<file path="src/design/isa_pkg.sv">
package isa_pkg;

	typedef logic [7:0] instr_byte_t; // Instruction or immediate byte
	typedef logic [1:0] reg_idx_t;    // One of four registers
	typedef logic [1:0] sub_op_t;     // Bits 3..2, selects within a group
	typedef logic [3:0] flags_t;      // {V, C, N, Z}

	// Upper nibble of the first byte
	typedef enum logic [3:0] {
		op_nop  = 4'd0,
		op_mov  = 4'd1,
		op_add  = 4'd2,
		op_sub  = 4'd3,
		op_and  = 4'd4,
		op_or   = 4'd5,
		op_rot  = 4'd6,  // RLC RRC SETC CLRC
		op_stk  = 4'd7,  // PUSH POP OUT IN
		op_una  = 4'd8,  // NOT NEG INC DEC
		op_brc  = 4'd9,  // JZ JN JC JV
		op_loop = 4'd10,
		op_jmp  = 4'd11, // JMP CALL RET
		op_two  = 4'd12, // LDM LDD STD
		op_ldi  = 4'd13,
		op_sti  = 4'd14,
		op_rsv  = 4'd15
	} opcode_t;

	// Flag positions, also the sub-op of a conditional branch
	localparam sub_op_t flag_z = 2'd0;
	localparam sub_op_t flag_n = 2'd1;
	localparam sub_op_t flag_c = 2'd2;
	localparam sub_op_t flag_v = 2'd3;

	// Sub-op codes inside each group
	localparam sub_op_t sub_rlc = 2'd0, sub_rrc = 2'd1, sub_setc = 2'd2, sub_clrc = 2'd3;
	localparam sub_op_t sub_push = 2'd0, sub_pop = 2'd1, sub_out = 2'd2, sub_in = 2'd3;
	localparam sub_op_t sub_not = 2'd0, sub_neg = 2'd1, sub_inc = 2'd2, sub_dec = 2'd3;
	localparam sub_op_t sub_jmp = 2'd0, sub_call = 2'd1, sub_ret = 2'd2;
	localparam sub_op_t sub_ldm = 2'd0, sub_ldd = 2'd1, sub_std = 2'd2;

	// ALU operation codes, 26 was RTI
	typedef enum logic [5:0] {
		aop_nop = 6'd0, aop_mov, aop_add, aop_sub,
		aop_and, aop_or, aop_rlc, aop_rrc,
		aop_setc, aop_clrc, aop_push, aop_pop,
		aop_out, aop_in, aop_not, aop_neg,
		aop_inc, aop_dec, aop_jz, aop_jn,
		aop_jc, aop_jv, aop_loop, aop_pass,
		aop_call, aop_ret,
		aop_ldm = 6'd27, aop_ldd, aop_std, aop_ldi,
		aop_sti
	} alu_op_t;

endpackage
</file>
<file path="src/design/ctrl_pkg.sv">
package ctrl_pkg;

	// Register file write data
	typedef enum logic [1:0] {
		wb_src_sp         = 2'd0,
		wb_src_in_port    = 2'd1,
		wb_src_alu_or_mem = 2'd2,
		wb_src_imm        = 2'd3
	} wb_src_t;

	// Data memory write data
	typedef enum logic [1:0] {
		wd_none    = 2'd0,
		wd_rb      = 2'd1,
		wd_pc_next = 2'd2
	} dmem_wd_t;

	// Data memory address
	typedef enum logic [1:0] {
		da_ra         = 2'd0,
		da_sp         = 2'd1,
		da_sp_pre_inc = 2'd2,
		da_ea         = 2'd3  // Second byte of a two-byte instruction
	} dmem_addr_t;

	// Register file write address
	typedef enum logic [1:0] {
		wa_ra     = 2'd0,
		wa_rb     = 2'd1,
		wa_sp     = 2'd2,
		wa_old_rb = 2'd3
	} wb_addr_t;

	typedef enum logic [1:0] {
		pc_plus1     = 2'd0,
		pc_reset_vec = 2'd1,  // M[0]
		pc_target    = 2'd3
	} pc_sel_t;

	typedef enum logic [1:0] {
		ph_boot    = 2'd0,
		ph_first   = 2'd1,
		ph_second  = 2'd2,  // Operand byte of a TWO instruction
		ph_loop_wb = 2'd3   // Write back of the decremented counter
	} phase_t;

	typedef enum logic [2:0] {
		br_none   = 3'd0,
		br_cond   = 3'd1,
		br_always = 3'd2,
		br_loop   = 3'd3,
		br_return = 3'd4
	} branch_kind_t;

	typedef struct packed {
		phase_t            phase;
		isa_pkg::opcode_t  group;
		isa_pkg::sub_op_t  sub_op;
		isa_pkg::reg_idx_t ra;
		isa_pkg::reg_idx_t rb;
		isa_pkg::reg_idx_t old_rb;   // rb of the stored first byte
		branch_kind_t      br_kind;
	} decoded_t;

	typedef struct packed {
		wb_src_t           wb_src;
		dmem_wd_t          dmem_wd;
		dmem_addr_t        dmem_addr;
		wb_addr_t          wb_addr;
		pc_sel_t           pc_sel;
		logic              alu_out;      // 1 ALU, 0 memory
		logic              sp_inc;
		logic              rd2_old_rb;
		logic              out_port_en;
		logic              dmem_we;
		logic              dmem_re;
		logic              regf_we;
		logic              is_ret;
		logic              branch_taken;
		isa_pkg::alu_op_t  alu_op;
		isa_pkg::reg_idx_t old_rb;
	} ctrl_word_t;

	// Everything inactive, PC moves on by one
	localparam ctrl_word_t ctrl_nop = '{
		wb_src: wb_src_sp, dmem_wd: wd_none, dmem_addr: da_ra, wb_addr: wa_ra,
		pc_sel: pc_plus1, alu_out: 1'b0, sp_inc: 1'b0, rd2_old_rb: 1'b0,
		out_port_en: 1'b0, dmem_we: 1'b0, dmem_re: 1'b0, regf_we: 1'b0,
		is_ret: 1'b0, branch_taken: 1'b0, alu_op: isa_pkg::aop_nop, old_rb: 2'b00
	};

endpackage

</file>
<file path="src/design/cu_top.sv">
`timescale 1ns/1ps

module cu_top (
	input  logic                 clk,
	input  logic                 rst,
	input  isa_pkg::instr_byte_t opcode,
	input  isa_pkg::flags_t      flags,
	output ctrl_pkg::ctrl_word_t ctrl,
	output logic                 stall_2byte
);

	ctrl_pkg::decoded_t   dec;
	ctrl_pkg::ctrl_word_t base;  // Word before the branch decision

	instr_decode u_decode (
		.clk         (clk),
		.rst         (rst),
		.opcode      (opcode),
		.dec         (dec),
		.stall_2byte (stall_2byte)
	);

	ctrl_execute u_execute (
		.dec  (dec),
		.base (base)
	);

	branch_resolve u_branch (
		.dec   (dec),
		.base  (base),
		.flags (flags),
		.ctrl  (ctrl)
	);

endmodule

</file>
<file path="src/design/branch_resolve.sv">
`timescale 1ns/1ps

module branch_resolve (
	input  ctrl_pkg::decoded_t   dec,
	input  ctrl_pkg::ctrl_word_t base,
	input  isa_pkg::flags_t      flags,
	output ctrl_pkg::ctrl_word_t ctrl
);

	logic taken;

	always_comb begin
		case (dec.br_kind)
			ctrl_pkg::br_cond:   taken = flags[dec.sub_op]; // Sub-op picks the flag
			ctrl_pkg::br_always: taken = 1'b1;
			ctrl_pkg::br_loop:   taken = ~flags[isa_pkg::flag_z]; // Counter not yet zero
			default:             taken = 1'b0;
		endcase
	end

	always_comb begin
		ctrl = base;

		// Return address comes from memory, not a taken branch
		if (dec.br_kind == ctrl_pkg::br_return)
			ctrl.pc_sel = ctrl_pkg::pc_target;

		if (taken) begin
			ctrl.pc_sel = ctrl_pkg::pc_target;
			ctrl.branch_taken = 1'b1;
			if (dec.br_kind == ctrl_pkg::br_cond) begin
				ctrl.alu_op = isa_pkg::aop_pass; // Pass R[rb] as target
				ctrl.alu_out = 1'b1;
			end
		end
	end

endmodule

</file>
<file path="src/design/ctrl_execute.sv">
`timescale 1ns/1ps

module ctrl_execute (
	input  ctrl_pkg::decoded_t   dec,
	output ctrl_pkg::ctrl_word_t base
);

	// Result of the ALU goes to the register file
	function automatic ctrl_pkg::ctrl_word_t alu_wb(
		input ctrl_pkg::ctrl_word_t w,
		input isa_pkg::alu_op_t     op,
		input ctrl_pkg::wb_addr_t   addr
	);
		ctrl_pkg::ctrl_word_t r;
		r = w;
		r.alu_op = op;
		r.alu_out = 1'b1;
		r.wb_src = ctrl_pkg::wb_src_alu_or_mem;
		r.wb_addr = addr;
		r.regf_we = 1'b1;
		return r;
	endfunction

	always_comb begin
		base = ctrl_pkg::ctrl_nop;
		base.old_rb = dec.old_rb;
		case (dec.phase)
			ctrl_pkg::ph_boot: begin
				base = ctrl_pkg::ctrl_nop;
				base.pc_sel = ctrl_pkg::pc_reset_vec; // Fetch from the reset vector
			end

			ctrl_pkg::ph_loop_wb: begin
				base = alu_wb(base, isa_pkg::aop_loop, ctrl_pkg::wa_ra); // Decremented counter
			end

			ctrl_pkg::ph_second: begin
				case (dec.sub_op)
					isa_pkg::sub_ldm: begin
						base = alu_wb(base, isa_pkg::aop_ldm, ctrl_pkg::wa_old_rb);
						base.wb_src = ctrl_pkg::wb_src_imm;
					end
					isa_pkg::sub_ldd: begin
						base = alu_wb(base, isa_pkg::aop_ldd, ctrl_pkg::wa_old_rb);
						base.alu_out = 1'b0; // Memory data
						base.dmem_addr = ctrl_pkg::da_ea;
						base.dmem_re = 1'b1;
					end
					isa_pkg::sub_std: begin
						base.alu_op = isa_pkg::aop_std;
						base.dmem_addr = ctrl_pkg::da_ea;
						base.dmem_wd = ctrl_pkg::wd_rb;
						base.dmem_we = 1'b1;
						base.rd2_old_rb = 1'b1; // Read port 2 takes old_rb
					end
					default: base.alu_op = isa_pkg::aop_nop;
				endcase
			end

			default: begin
				case (dec.group)
					isa_pkg::op_mov: base = alu_wb(base, isa_pkg::aop_mov, ctrl_pkg::wa_ra);
					isa_pkg::op_add: base = alu_wb(base, isa_pkg::aop_add, ctrl_pkg::wa_ra);
					isa_pkg::op_sub: base = alu_wb(base, isa_pkg::aop_sub, ctrl_pkg::wa_ra);
					isa_pkg::op_and: base = alu_wb(base, isa_pkg::aop_and, ctrl_pkg::wa_ra);
					isa_pkg::op_or:  base = alu_wb(base, isa_pkg::aop_or, ctrl_pkg::wa_ra);

					isa_pkg::op_rot: begin
						case (dec.sub_op)
							isa_pkg::sub_rlc:  base = alu_wb(base, isa_pkg::aop_rlc, ctrl_pkg::wa_rb);
							isa_pkg::sub_rrc:  base = alu_wb(base, isa_pkg::aop_rrc, ctrl_pkg::wa_rb);
							isa_pkg::sub_setc: base.alu_op = isa_pkg::aop_setc; // Carry only
							default:           base.alu_op = isa_pkg::aop_clrc;
						endcase
					end

					isa_pkg::op_stk: begin
						case (dec.sub_op)
							isa_pkg::sub_push: begin
								base.alu_op = isa_pkg::aop_push;
								base.dmem_addr = ctrl_pkg::da_sp; // Post-decrement
								base.dmem_wd = ctrl_pkg::wd_rb;
								base.dmem_we = 1'b1;
							end
							isa_pkg::sub_pop: begin
								base = alu_wb(base, isa_pkg::aop_pop, ctrl_pkg::wa_rb);
								base.alu_out = 1'b0;
								base.dmem_addr = ctrl_pkg::da_sp_pre_inc;
								base.dmem_re = 1'b1;
								base.sp_inc = 1'b1;
							end
							isa_pkg::sub_out: begin
								base.alu_op = isa_pkg::aop_out;
								base.out_port_en = 1'b1;
							end
							default: begin
								base = alu_wb(base, isa_pkg::aop_in, ctrl_pkg::wa_rb);
								base.wb_src = ctrl_pkg::wb_src_in_port;
							end
						endcase
					end

					isa_pkg::op_una: begin
						case (dec.sub_op)
							isa_pkg::sub_not: base = alu_wb(base, isa_pkg::aop_not, ctrl_pkg::wa_rb);
							isa_pkg::sub_neg: base = alu_wb(base, isa_pkg::aop_neg, ctrl_pkg::wa_rb);
							isa_pkg::sub_inc: base = alu_wb(base, isa_pkg::aop_inc, ctrl_pkg::wa_rb);
							default:          base = alu_wb(base, isa_pkg::aop_dec, ctrl_pkg::wa_rb);
						endcase
					end

					isa_pkg::op_brc: begin
						case (dec.sub_op)
							isa_pkg::flag_z: base.alu_op = isa_pkg::aop_jz;
							isa_pkg::flag_n: base.alu_op = isa_pkg::aop_jn;
							isa_pkg::flag_c: base.alu_op = isa_pkg::aop_jc;
							isa_pkg::flag_v: base.alu_op = isa_pkg::aop_jv;
							default:         base.alu_op = isa_pkg::aop_nop;
						endcase
					end

					isa_pkg::op_loop: base.alu_op = isa_pkg::aop_loop; // Write back follows

					isa_pkg::op_jmp: begin
						case (dec.sub_op)
							isa_pkg::sub_jmp: begin
								base.alu_op = isa_pkg::aop_pass; // Target is R[rb]
								base.alu_out = 1'b1;
							end
							isa_pkg::sub_call: begin
								base.alu_op = isa_pkg::aop_call;
								base.alu_out = 1'b1;
								base.dmem_addr = ctrl_pkg::da_sp;
								base.dmem_wd = ctrl_pkg::wd_pc_next; // Return address
								base.dmem_we = 1'b1;
								base.wb_src = ctrl_pkg::wb_src_sp;
								base.wb_addr = ctrl_pkg::wa_sp;
								base.regf_we = 1'b1;
							end
							isa_pkg::sub_ret: begin
								base.alu_op = isa_pkg::aop_ret;
								base.dmem_addr = ctrl_pkg::da_sp_pre_inc;
								base.dmem_re = 1'b1;
								base.sp_inc = 1'b1;
								base.wb_src = ctrl_pkg::wb_src_sp;
								base.wb_addr = ctrl_pkg::wa_sp;
								base.regf_we = 1'b1;
								base.is_ret = 1'b1;
							end
							default: base.alu_op = isa_pkg::aop_nop;
						endcase
					end

					isa_pkg::op_ldi: begin
						base = alu_wb(base, isa_pkg::aop_ldi, ctrl_pkg::wa_rb);
						base.alu_out = 1'b0;
						base.dmem_addr = ctrl_pkg::da_ra; // Address R[ra]
						base.dmem_re = 1'b1;
					end

					isa_pkg::op_sti: begin
						base.alu_op = isa_pkg::aop_sti;
						base.dmem_addr = ctrl_pkg::da_ra;
						base.dmem_wd = ctrl_pkg::wd_rb;
						base.dmem_we = 1'b1;
					end

					// NOP, first byte of TWO and the reserved group
					default: base.alu_op = isa_pkg::aop_nop;
				endcase
			end
		endcase
	end

endmodule

</file>
<file path="src/design/instr_decode.sv">
`timescale 1ns/1ps

module instr_decode (
	input  logic                 clk,
	input  logic                 rst,
	input  isa_pkg::instr_byte_t opcode,
	output ctrl_pkg::decoded_t   dec,
	output logic                 stall_2byte
);

	ctrl_pkg::phase_t     phase;
	ctrl_pkg::phase_t     phase_next;
	isa_pkg::instr_byte_t first_byte;  // Byte taken in the last FIRST cycle
	isa_pkg::instr_byte_t cur_byte;    // Byte the fields come from
	isa_pkg::opcode_t     live_group;

	assign live_group = isa_pkg::opcode_t'(opcode[7:4]);
	assign stall_2byte = (phase == ctrl_pkg::ph_first) && (live_group == isa_pkg::op_two);

	// Second byte and loop write back refer to the stored byte
	assign cur_byte = (phase == ctrl_pkg::ph_second || phase == ctrl_pkg::ph_loop_wb) ?
		first_byte : opcode;

	always_comb begin
		case (phase)
			ctrl_pkg::ph_first: begin
				if (live_group == isa_pkg::op_two)
					phase_next = ctrl_pkg::ph_second;
				else if (live_group == isa_pkg::op_loop)
					phase_next = ctrl_pkg::ph_loop_wb;
				else
					phase_next = ctrl_pkg::ph_first;
			end
			default: phase_next = ctrl_pkg::ph_first; // BOOT, SECOND, LOOP_WB last one cycle
		endcase
	end

	always_ff @(posedge clk or negedge rst) begin
		if (!rst)
			phase <= ctrl_pkg::ph_boot;
		else
			phase <= phase_next;
	end

	always_ff @(posedge clk) begin
		if (phase == ctrl_pkg::ph_first)
			first_byte <= opcode;
	end

	always_comb begin
		dec.phase = phase;
		dec.group = isa_pkg::opcode_t'(cur_byte[7:4]);
		dec.sub_op = cur_byte[3:2];
		dec.ra = cur_byte[3:2];
		dec.rb = cur_byte[1:0];
		dec.old_rb = (phase == ctrl_pkg::ph_second) ? first_byte[1:0] : 2'b00;

		// Only a live first byte can branch
		dec.br_kind = ctrl_pkg::br_none;
		if (phase == ctrl_pkg::ph_first) begin
			case (live_group)
				isa_pkg::op_brc:  dec.br_kind = ctrl_pkg::br_cond;
				isa_pkg::op_loop: dec.br_kind = ctrl_pkg::br_loop;
				isa_pkg::op_jmp: begin
					case (opcode[3:2])
						isa_pkg::sub_jmp,
						isa_pkg::sub_call: dec.br_kind = ctrl_pkg::br_always;
						isa_pkg::sub_ret:  dec.br_kind = ctrl_pkg::br_return;
						default:           dec.br_kind = ctrl_pkg::br_none; // Old RTI slot
					endcase
				end
				default: dec.br_kind = ctrl_pkg::br_none;
			endcase
		end
	end

endmodule

</file>
<file path="config.mk">
export PLATFORM = sky130hd
export DESIGN_NAME = cu_top
export DESIGN_NICKNAME = d
export VERILOG_FILES = /design/src/design/isa_pkg.sv /design/src/design/ctrl_pkg.sv /design/src/design/cu_top.sv /design/src/design/branch_resolve.sv /design/src/design/ctrl_execute.sv /design/src/design/instr_decode.sv
export SDC_FILE = /design/constraint.sdc
export NUM_CORES = 1
export LEC_CHECK = 0
export BUFFER_PORTS_ARGS = -buffer_cell sky130_fd_sc_hd__buf_4
export CAP_MARGIN = 40
export CORE_MARGIN = 5
export CORE_UTILIZATION = 40
export DETAILED_ROUTE_END_ITERATION = 10
export PLACE_DENSITY_LB_ADDON = 0.15
export SYNTH_ARGS = -nofsm -noshare
export SYNTH_HDL_FRONTEND = slang
export SYNTH_SLANG_ARGS = --single-unit
</file>
<file path="constraint.sdc">
create_clock -name clk -period 2.7 [get_ports clk]
set_clock_uncertainty 0.15 [all_clocks]
set_input_delay 0.135 -clock clk [delete_from_list [all_inputs] [get_ports clk]]
set_output_delay 0.135 -clock clk [all_outputs]
set_load 0.05 [all_outputs]
</file>
After elaboration in Yosys (flattened, before gate mapping)

Cells that the tools add are included.
Widths: inputs -> output; s select.

Register bits: 10
Input bits: 14
Output and inout bits: 28
Logic and storage cells: 94

Order comparisons: 1
Eq/ne operators: 29
Mux-type cells: 50
Bitwise logic cells: 1
Reduce and logical (&&, ||, !) cells: 11

Operators by type and width:

| operator           | number |
|---|---|
| $pmux 27 s3        | 1 |
| $pmux 6 s13        | 1 |
| $eq 4x4->1 const B | 10 |
| $pmux 5 s3         | 2 |
| $pmux 4 s2         | 3 |
| $pmux 6 s2         | 2 |
| $pmux 6 s4         | 1 |
| $pmux 7 s3         | 1 |
| $pmux 2 s5         | 2 |
| $pmux 4 s5         | 1 |
| $mux 19            | 1 |
| $pmux 3 s2         | 3 |
| $pmux 3 s3         | 2 |
| $pmux 3 s6         | 1 |
| $eq 4x3->1 const B | 4 |
| $mux 2             | 7 |
| $pmux 2 s3         | 2 |
| $pmux 4 s3         | 1 |
| $eq 2x2->1 const B | 5 |
| $eq 4x2->1 const B | 2 |
| $mux 8             | 1 |
| $pmux 2 s2         | 2 |
| $pmux 2 s4         | 1 |
| $reduce_or 2->1    | 4 |
| 19 further kinds   | 32 |

Logic depth before layout (Yosys ltp)

Gate-level depths: netlist of run 1.

Word-level depth: 10
Mapped depth: 10
Mapped depth without buffers: 8

Hierarchy

A second synthesis of run 1 with hierarchy kept.

Cell total of the unflattened synthesis: 222
Area, all modules: 1757.9 µm²

Modules (own cells, without submodules):

| module         | instances | cells each | area an instance (µm²) | seq. area each (µm²) |
|---|---|---|---|---|
| ctrl_execute   | 1         | 145        | 944.7                  | 0.0 |
| instr_decode   | 1         | 36         | 524.3                  | 290.3 |
| branch_resolve | 1         | 41         | 289.0                  | 0.0 |

Worst setup path before layout of run 1

Ideal clock, no wire load.

Path kind: flip-flop to output port
Start: register u_decode.phase[1]
End: output ctrl[4] in the netlist's numbering
Data arrival time: 2.906 ns
Required time: 2.415 ns
Setup slack: -0.491 ns
Stages on the path, launching flop included: 11
Buffers on the path: 2
Cell sequence: dfrtp_1 -> buf_6 -> buf_4 -> mux2_2 -> inv_1 -> ha_1 -> nor2b_1 -> o32ai_1 -> o22ai_1 -> a221oi_1 -> o21ai_0

RTL lines:

| item                     | line               | RTL |
|---|---|---|
| start: declaration       | instr_decode.sv:11 | `ctrl_pkg::phase_t phase;` |
| start signal: assignment | instr_decode.sv:40 | `phase <= ctrl_pkg::ph_boot;` |
| start signal: assignment | instr_decode.sv:42 | `phase <= phase_next;` |
| end: declaration         | cu_top.sv:8        | `output ctrl_pkg::ctrl_word_t ctrl,` |

==> results.json, run 1 <==
{
  "critPathTopFamily": "simple AND/OR/NAND/NOR gates",
  "ys_seq_area_share_pct": 21.11,
  "layout.cells.non_filler": 287,
  "worstSetupStartpointType": "flop",
  "p_leak_nw": 0.9316,
  "yosys_warnings": 0,
  "die_w_um": 68.63,
  "dieArea_um2": 4710,
  "rsz0062_at_grt": "true",
  "arrival_ns": 2.36,
  "synth_fa_ha_area_share_pct": 4.550,
  "cts_sinks": 10,
  "yosys.area_share.simple_pct": 23.93,
  "nets": 261,
  "synth_area_um2": 1375,
  "post-route-drc-count": 0,
  "syn-num-nets": 196,
  "cp_slowest_cell": "or4b_4",
  "setup_viol": 0,
  "synth.area.mux_share_pct": 9.372,
  "min_period_ns": 2.643,
  "multi_input_area_um2": 1055,
  "finalCritPeriodShare_pct": 97.88,
  "final_hold_viol_count": 0,
  "track_usage_pct": 22.99,
  "startpoint": "u_decode.phase[1]$_DFF_PN0_",
  "postSynthCellCount": 177,
  "cts-root-buf": "clkbuf_4",
  "r2r-start": "u_decode.phase[1]$_DFF_PN0_",
  "antenna_found_initial": 0,
  "layout_common_cells": "buf_4 (58), nand2_1 (20), a21oi_1 (13), nand3_1 (13), dlygate4sd3_1 (9)",
  "final_common_cell": "buf_4",
  "core_um2": 3337,
  "max_freq_ghz": 0.3784,
  "worstPathCellList": "buf_6 > mux2i_2 > buf_4 > a211o_1 > or4b_4 > a31oi_4 > buf_6",
  "fin_total_pwr_mw": 0.7946,
  "path_max_fanout": 7,
  "first_global_vias": 1624,
  "syn_avg_cell_area_um2": 7.769,
  "final_max_slew_viol_count": 0,
  "synth_top_family_by_area": "compound AO/OA/AOI/OAI gates",
  "ir_worst_vdd_uv": 350.5,
  "grt_pass1_wl_um": 8128,
  "drtPass1Iterations": 4,
  "synth-xor-area-share_pct": 1.274,
  "h-tree-depth": 1,
  "vias": 1718,
  "hpwlAfterDp_um": 3929,
  "ant_nets": 0,
  "cts_buffer_depth": 2,
  "register_area_um2": 291.5,
  "cp.required_ns": 2.41,
  "drive_above_1_share_pct": 39.00,
  "syn_to_final_growth_pct": 50.41,
  "synth_compound_area_share_pct": 31.03,
  "cts_buffers": 3,
  "grt_max_degree": 17,
  "die_y_um": 68.63,
  "maxCapViolCount": 0,
  "synth_ff_type": "edfxtp_1",
  "crit_type": "reg2out",
  "clk_pin_slew_ns": 0.07,
  "ys_ff_latch": 10,
  "start_util_pct": 41.21,
  "post-place-cells": 269,
  "drt-wirelength-per-cell_um": 17.97,
  "status": "finished clean",
  "pin_count": 42,
  "wirelength_um": 5157,
  "rows": 21,
  "r2r_slack_ns": 1.00,
  "vias_per_cell": 5.986,
  "globalRouteOverflowTotal": 0,
  "cts_tree": "done",
  "async_reset_ff_share_pct": 20.00,
  "min_path_type": "in2async",
  "end_kind": "primary output",
  "drt-initial-drc-count": 148,
  "portBuffers": 40,
  "place_congestion": 0.9247,
  "clkLatencyLatePin_ns": 0.27,
  "synthDistinctLibCells": 54,
  "p_per_area_nw_per_um2": 384.2,
  "fin_setup_tns_ns": 0,
  "fillers": 295,
  "crit_buf_inv": 3,
  "slowest_delay_ns": 0.54,
  "n_antenna_cell": 0,
  "cpMostUsedCell": "buf_6",
  "synth-edff-count": 8
}
-- worst paths after layout --
path	to	depth (start not counted)
setup / recovery	ctrl[5]	7
hold / removal	u_decode.phase[0]$_DFF_PN0_	2
setup reg to reg	u_decode.first_byte[0]$_DFFE_PP_	5
hold reg to reg	u_decode.phase[1]$_DFF_PN0_	3
max in group asynchronous	u_decode.phase[1]$_DFF_PN0_	2
min in group clk	u_decode.first_byte[1]$_DFFE_PP_	2
-- kinds of logic after synthesis --
| group | after synthesis |
|---|---|
| DFF | 10 |
| and+or+nand+nor | 62 |
| muxes | 11 |
| other | 1 |
| AOI/OAI and AO/OA | 62 |
| buffers and inverters | 24 |
| adders and majority gates | 5 |
| xor gates and xnor gates | 2 |
-- power breakdown --
| group | total [mW] | internal, mW | switching (mW) |
|---|---|---|---|
| registers | 0.189 | 0.180 | 0.00922 |
| clock network | 0.113 | 0.0572 | 0.0561 |
| logic | 0.492 | 0.187 | 0.305 |
-- cell type report --
class                           count  share of cell area, %
Multi-Input combinational cell    143                  51.00
Timing Repair Buffer               73                  28.86
Sequential cell                    10                  14.10
Tap cell                           46                  2.783
Inverter                           11                  1.996
Clock buffer                        4                  1.270
-- synth_stat cells, drive strengths merged (3+ instances only) --
cell type / n / area [um2]
mux2: 6 / 75.07
buf: 10 / 63.81
nor2b: 3 / 18.77
a221oi: 3 / 32.53
clkbuf: 3 / 11.26
nor2: 8 / 30.03
nor3: 3 / 15.01
inv: 10 / 37.54
ha: 5 / 62.56
nand2: 21 / 81.33
a21o: 3 / 22.52
a21oi: 13 / 65.06
edfxtp: 8 / 240.2
mux2i: 5 / 53.80
and3: 5 / 31.28
o21ai: 15 / 78.82
a221o: 3 / 30.03
a31oi: 4 / 25.02
nand3: 13 / 65.06
-- per-layer routing --
metal / vias up / wire length, um / global-route usage, %
met5: - / 0 / 0
met1: 823 / 2225 / 30.03
li1: 803 / - / -
met2: 81 / 2468 / 39.33
met3: 11 / 394 / 3.728
met4: 0 / 68 / 5.211
-- metrics by stage --
step           utilization [%]  cell area, um2  hold WS, ns  worst slack (ns)
4_1_cts                  57.97            1934     -0.01299         -0.006960
3_3_place_gp             54.67            1824      -0.2259            0.3051
2_1_floorplan                -            1399      -0.3106          -0.07290
3_5_place_dp             54.67            1824      -0.2234            0.2769
6_report                 61.98            2068      0.05001           0.05714
5_1_grt                  61.98            2068      0.04021          -0.04114
-- sequential cells by signal, summed over array words and instances (netlist names) --
| signal | count |
|---|---|
| u_decode.phase | 2 |
| u_decode.first_byte | 8 |
-- timing repair --
item                       CTS  global route
hold endpoints to repair    10             1
pin swaps                    0             9
gates resized for setup      1            21
setup buffers                0             5
setup endpoints to repair    2            10
hold buffers                 8             1
gates cloned                 0             0
No activity file was read; power rests on OpenSTA's default activity.
==> run 2: changes to the inputs <==
--- a/config.mk
+++ b/config.mk
@@ -5,12 +5,13 @@
 export SDC_FILE = /design/constraint.sdc
 export NUM_CORES = 1
 export LEC_CHECK = 0
-export BUFFER_PORTS_ARGS = -buffer_cell sky130_fd_sc_hd__buf_4
 export CAP_MARGIN = 40
 export CORE_MARGIN = 5
 export CORE_UTILIZATION = 40
 export DETAILED_ROUTE_END_ITERATION = 10
+export DONT_BUFFER_PORTS = 1
 export PLACE_DENSITY_LB_ADDON = 0.15
+export SETUP_SLACK_MARGIN = 0.05
 export SYNTH_ARGS = -nofsm -noshare
 export SYNTH_HDL_FRONTEND = slang
 export SYNTH_SLANG_ARGS = --single-unit
==> run 2 against run 1 <==
Compared with the run above:
- die area unchanged
- setup slack got worse by 0.021 ns
- combinational power increased by 5.9%
- largest cell class unchanged
- critical path depth unchanged
- clock power decreased by 7%
- critical endpoint unchanged
- sequential power about the same
- cell count decreased by 2.4%
- via count decreased by 0.70%
- hold slack improved by 0.19 ns
- non-clock buffer count decreased by 7
- largest power group unchanged
- first-iteration DRC count decreased by 2.0%
- utilization increased by 1.9 points
==> results.json, run 2 (synthesis gave the netlist of run 1 again) <==
{
  "status": "finished clean",
  "maxCapViolCount": 0,
  "die_w_um": 68.63,
  "final_max_slew_viol_count": 0,
  "slowest_delay_ns": 0.51,
  "final_common_cell": "buf_4",
  "layout.cells.non_filler": 280,
  "drive_above_1_share_pct": 37.61,
  "die_y_um": 68.63,
  "crit_type": "reg2out",
  "dieArea_um2": 4710,
  "place_congestion": 0.9488,
  "cts-root-buf": "clkbuf_4",
  "cp_slowest_cell": "or4b_4",
  "min_period_ns": 2.663,
  "drtPass1Iterations": 4,
  "globalRouteOverflowTotal": 0,
  "cts_buffers": 3,
  "final_hold_viol_count": 0,
  "largest_register": "u_decode.first_byte",
  "first_global_vias": 1652,
  "worstSetupStartpointType": "flop",
  "setup_viol": 0,
  "h-tree-depth": 1,
  "max_freq_ghz": 0.3755,
  "clkLatencyLatePin_ns": 0.26,
  "finalCritPeriodShare_pct": 98.65,
  "core_um2": 3337,
  "rows": 21,
  "syn_to_final_growth_pct": 55.14,
  "layout_common_cells": "buf_4 (44), nand2_1 (20), a21oi_1 (13), nand3_1 (13), dlygate4sd3_1 (11)",
  "drt-wirelength-per-cell_um": 19.18,
  "cp.required_ns": 2.41,
  "grt_max_degree": 17,
  "vias": 1706,
  "p_leak_nw": 0.9415,
  "critPathTopFamily": "buffers and inverters",
  "cts_sinks": 10,
  "grt_pass1_wl_um": 8355,
  "ir_worst_vdd_uv": 311.8,
  "track_usage_pct": 23.38,
  "fin_setup_tns_ns": 0,
  "fin_total_pwr_mw": 0.8180,
  "fillers": 276,
  "p_per_area_nw_per_um2": 383.5,
  "wirelength_um": 5369,
  "drt-initial-drc-count": 145,
  "min_path_type": "in2reg",
  "start_util_pct": 41.21,
  "path_max_fanout": 8,
  "cts_tree": "done",
  "antenna_found_initial": 0,
  "cts_buffer_depth": 2,
  "worstPathCellList": "buf_4 > buf_16 > buf_4 > a211o_1 > or4b_4 > a31oi_4 > buf_12",
  "nets": 254,
  "tightest_slew_ns": 0.5519,
  "portBuffers": 0,
  "ant_nets": 0,
  "crit_buf_inv": 4,
  "largest_reg_flops": 8,
  "end_kind": "primary output",
  "rsz0062_at_grt": "true",
  "post-place-cells": 247,
  "relSlewSlack_pct": 63.21,
  "n_antenna_cell": 0,
  "pin_count": 42,
  "arrival_ns": 2.38,
  "post-route-drc-count": 0,
  "cpMostUsedCell": "buf_4",
  "top_regs": "u_decode.first_byte (8), u_decode.phase (2)",
  "hpwlAfterDp_um": 3685,
  "clk_pin_slew_ns": 0.05,
  "vias_per_cell": 6.093
}
run 2: cell types whose count changed in the layout (fill, tap and decap cells not counted), sizes merged:
| cell | previous run | this run |
|---|---|---|
| buf | 64 | 55 |
| dlygate4sd3 | 9 | 11 |
run 2: layout make-up:
cell class	count	area (um2)	area share, %
Multi-Input combinational cell	143	1080	50.62
Timing Repair Buffer	66	636.9	29.85
Sequential cell	10	291.5	13.67
Tap cell	46	57.56	2.698
Inverter	11	41.29	1.935
Clock buffer	4	26.28	1.232
run 2: final timing paths:
path	start	to	slack, ns	depth (start not counted)
worst max-delay path	u_decode.phase[1]$_DFF_PN0_	ctrl[5]	0.04	7
worst min-delay path	opcode[6]	u_decode.phase[0]$_DFF_PN0_	0.24	2
worst max register to register	u_decode.phase[1]$_DFF_PN0_	u_decode.phase[0]$_DFF_PN0_	0.66	7
worst min register to register	u_decode.phase[0]$_DFF_PN0_	u_decode.phase[1]$_DFF_PN0_	0.82	3
max in group asynchronous	rst	u_decode.phase[1]$_DFF_PN0_	1.77	2
min in group asynchronous	rst	u_decode.phase[0]$_DFF_PN0_	0.49	2
run 2: power breakdown:
part           switching (mW)  internal, mW
clock                  0.0478        0.0570
sequential             0.0116         0.180
combinational           0.306         0.215
run 2: worst reg2reg max path, cell delays in order (launching register included):
cell and delay [ns]:
dfrtp_2 0.49, buf_8 0.17, inv_1 0.07, nand2_1 0.08, buf_4 0.21, nor2_1 0.10, and3b_1 0.52, inv_1 0.10
run 2: per-stage QoR:
stage	worst slack, ns	hold WS (ns)	area (um2)	util (%)
6_report	0.03654	0.2353	2133	63.93
5_1_grt	-0.04592	0.2419	2133	63.93
3_5_place_dp	0.1038	-0.3105	1743	52.23
2_1_floorplan	-0.03893	-0.3106	1408	-
3_3_place_gp	0.2075	-0.3105	1743	52.23
4_1_cts	0.03424	-0.1867	1999	59.92
run 2: routing by layer:
metal	vias to the layer above	routed length, um	global-route usage [%]
met5	-	0	0
met4	0	88	6.203
met3	14	527	5.835
met2	92	2600	38.26
met1	805	2153	30.38
li1	795	-	-
run 2: repair_timing:
item / CTS / global route
resized for setup: 15 / 10
setup buffers: 6 / 11
cloned: 1 / 0
hold buffers: 10 / 1
hold endpoints to repair: 11 / 1
setup endpoints to repair: 13 / 12
pin swaps: 4 / 6
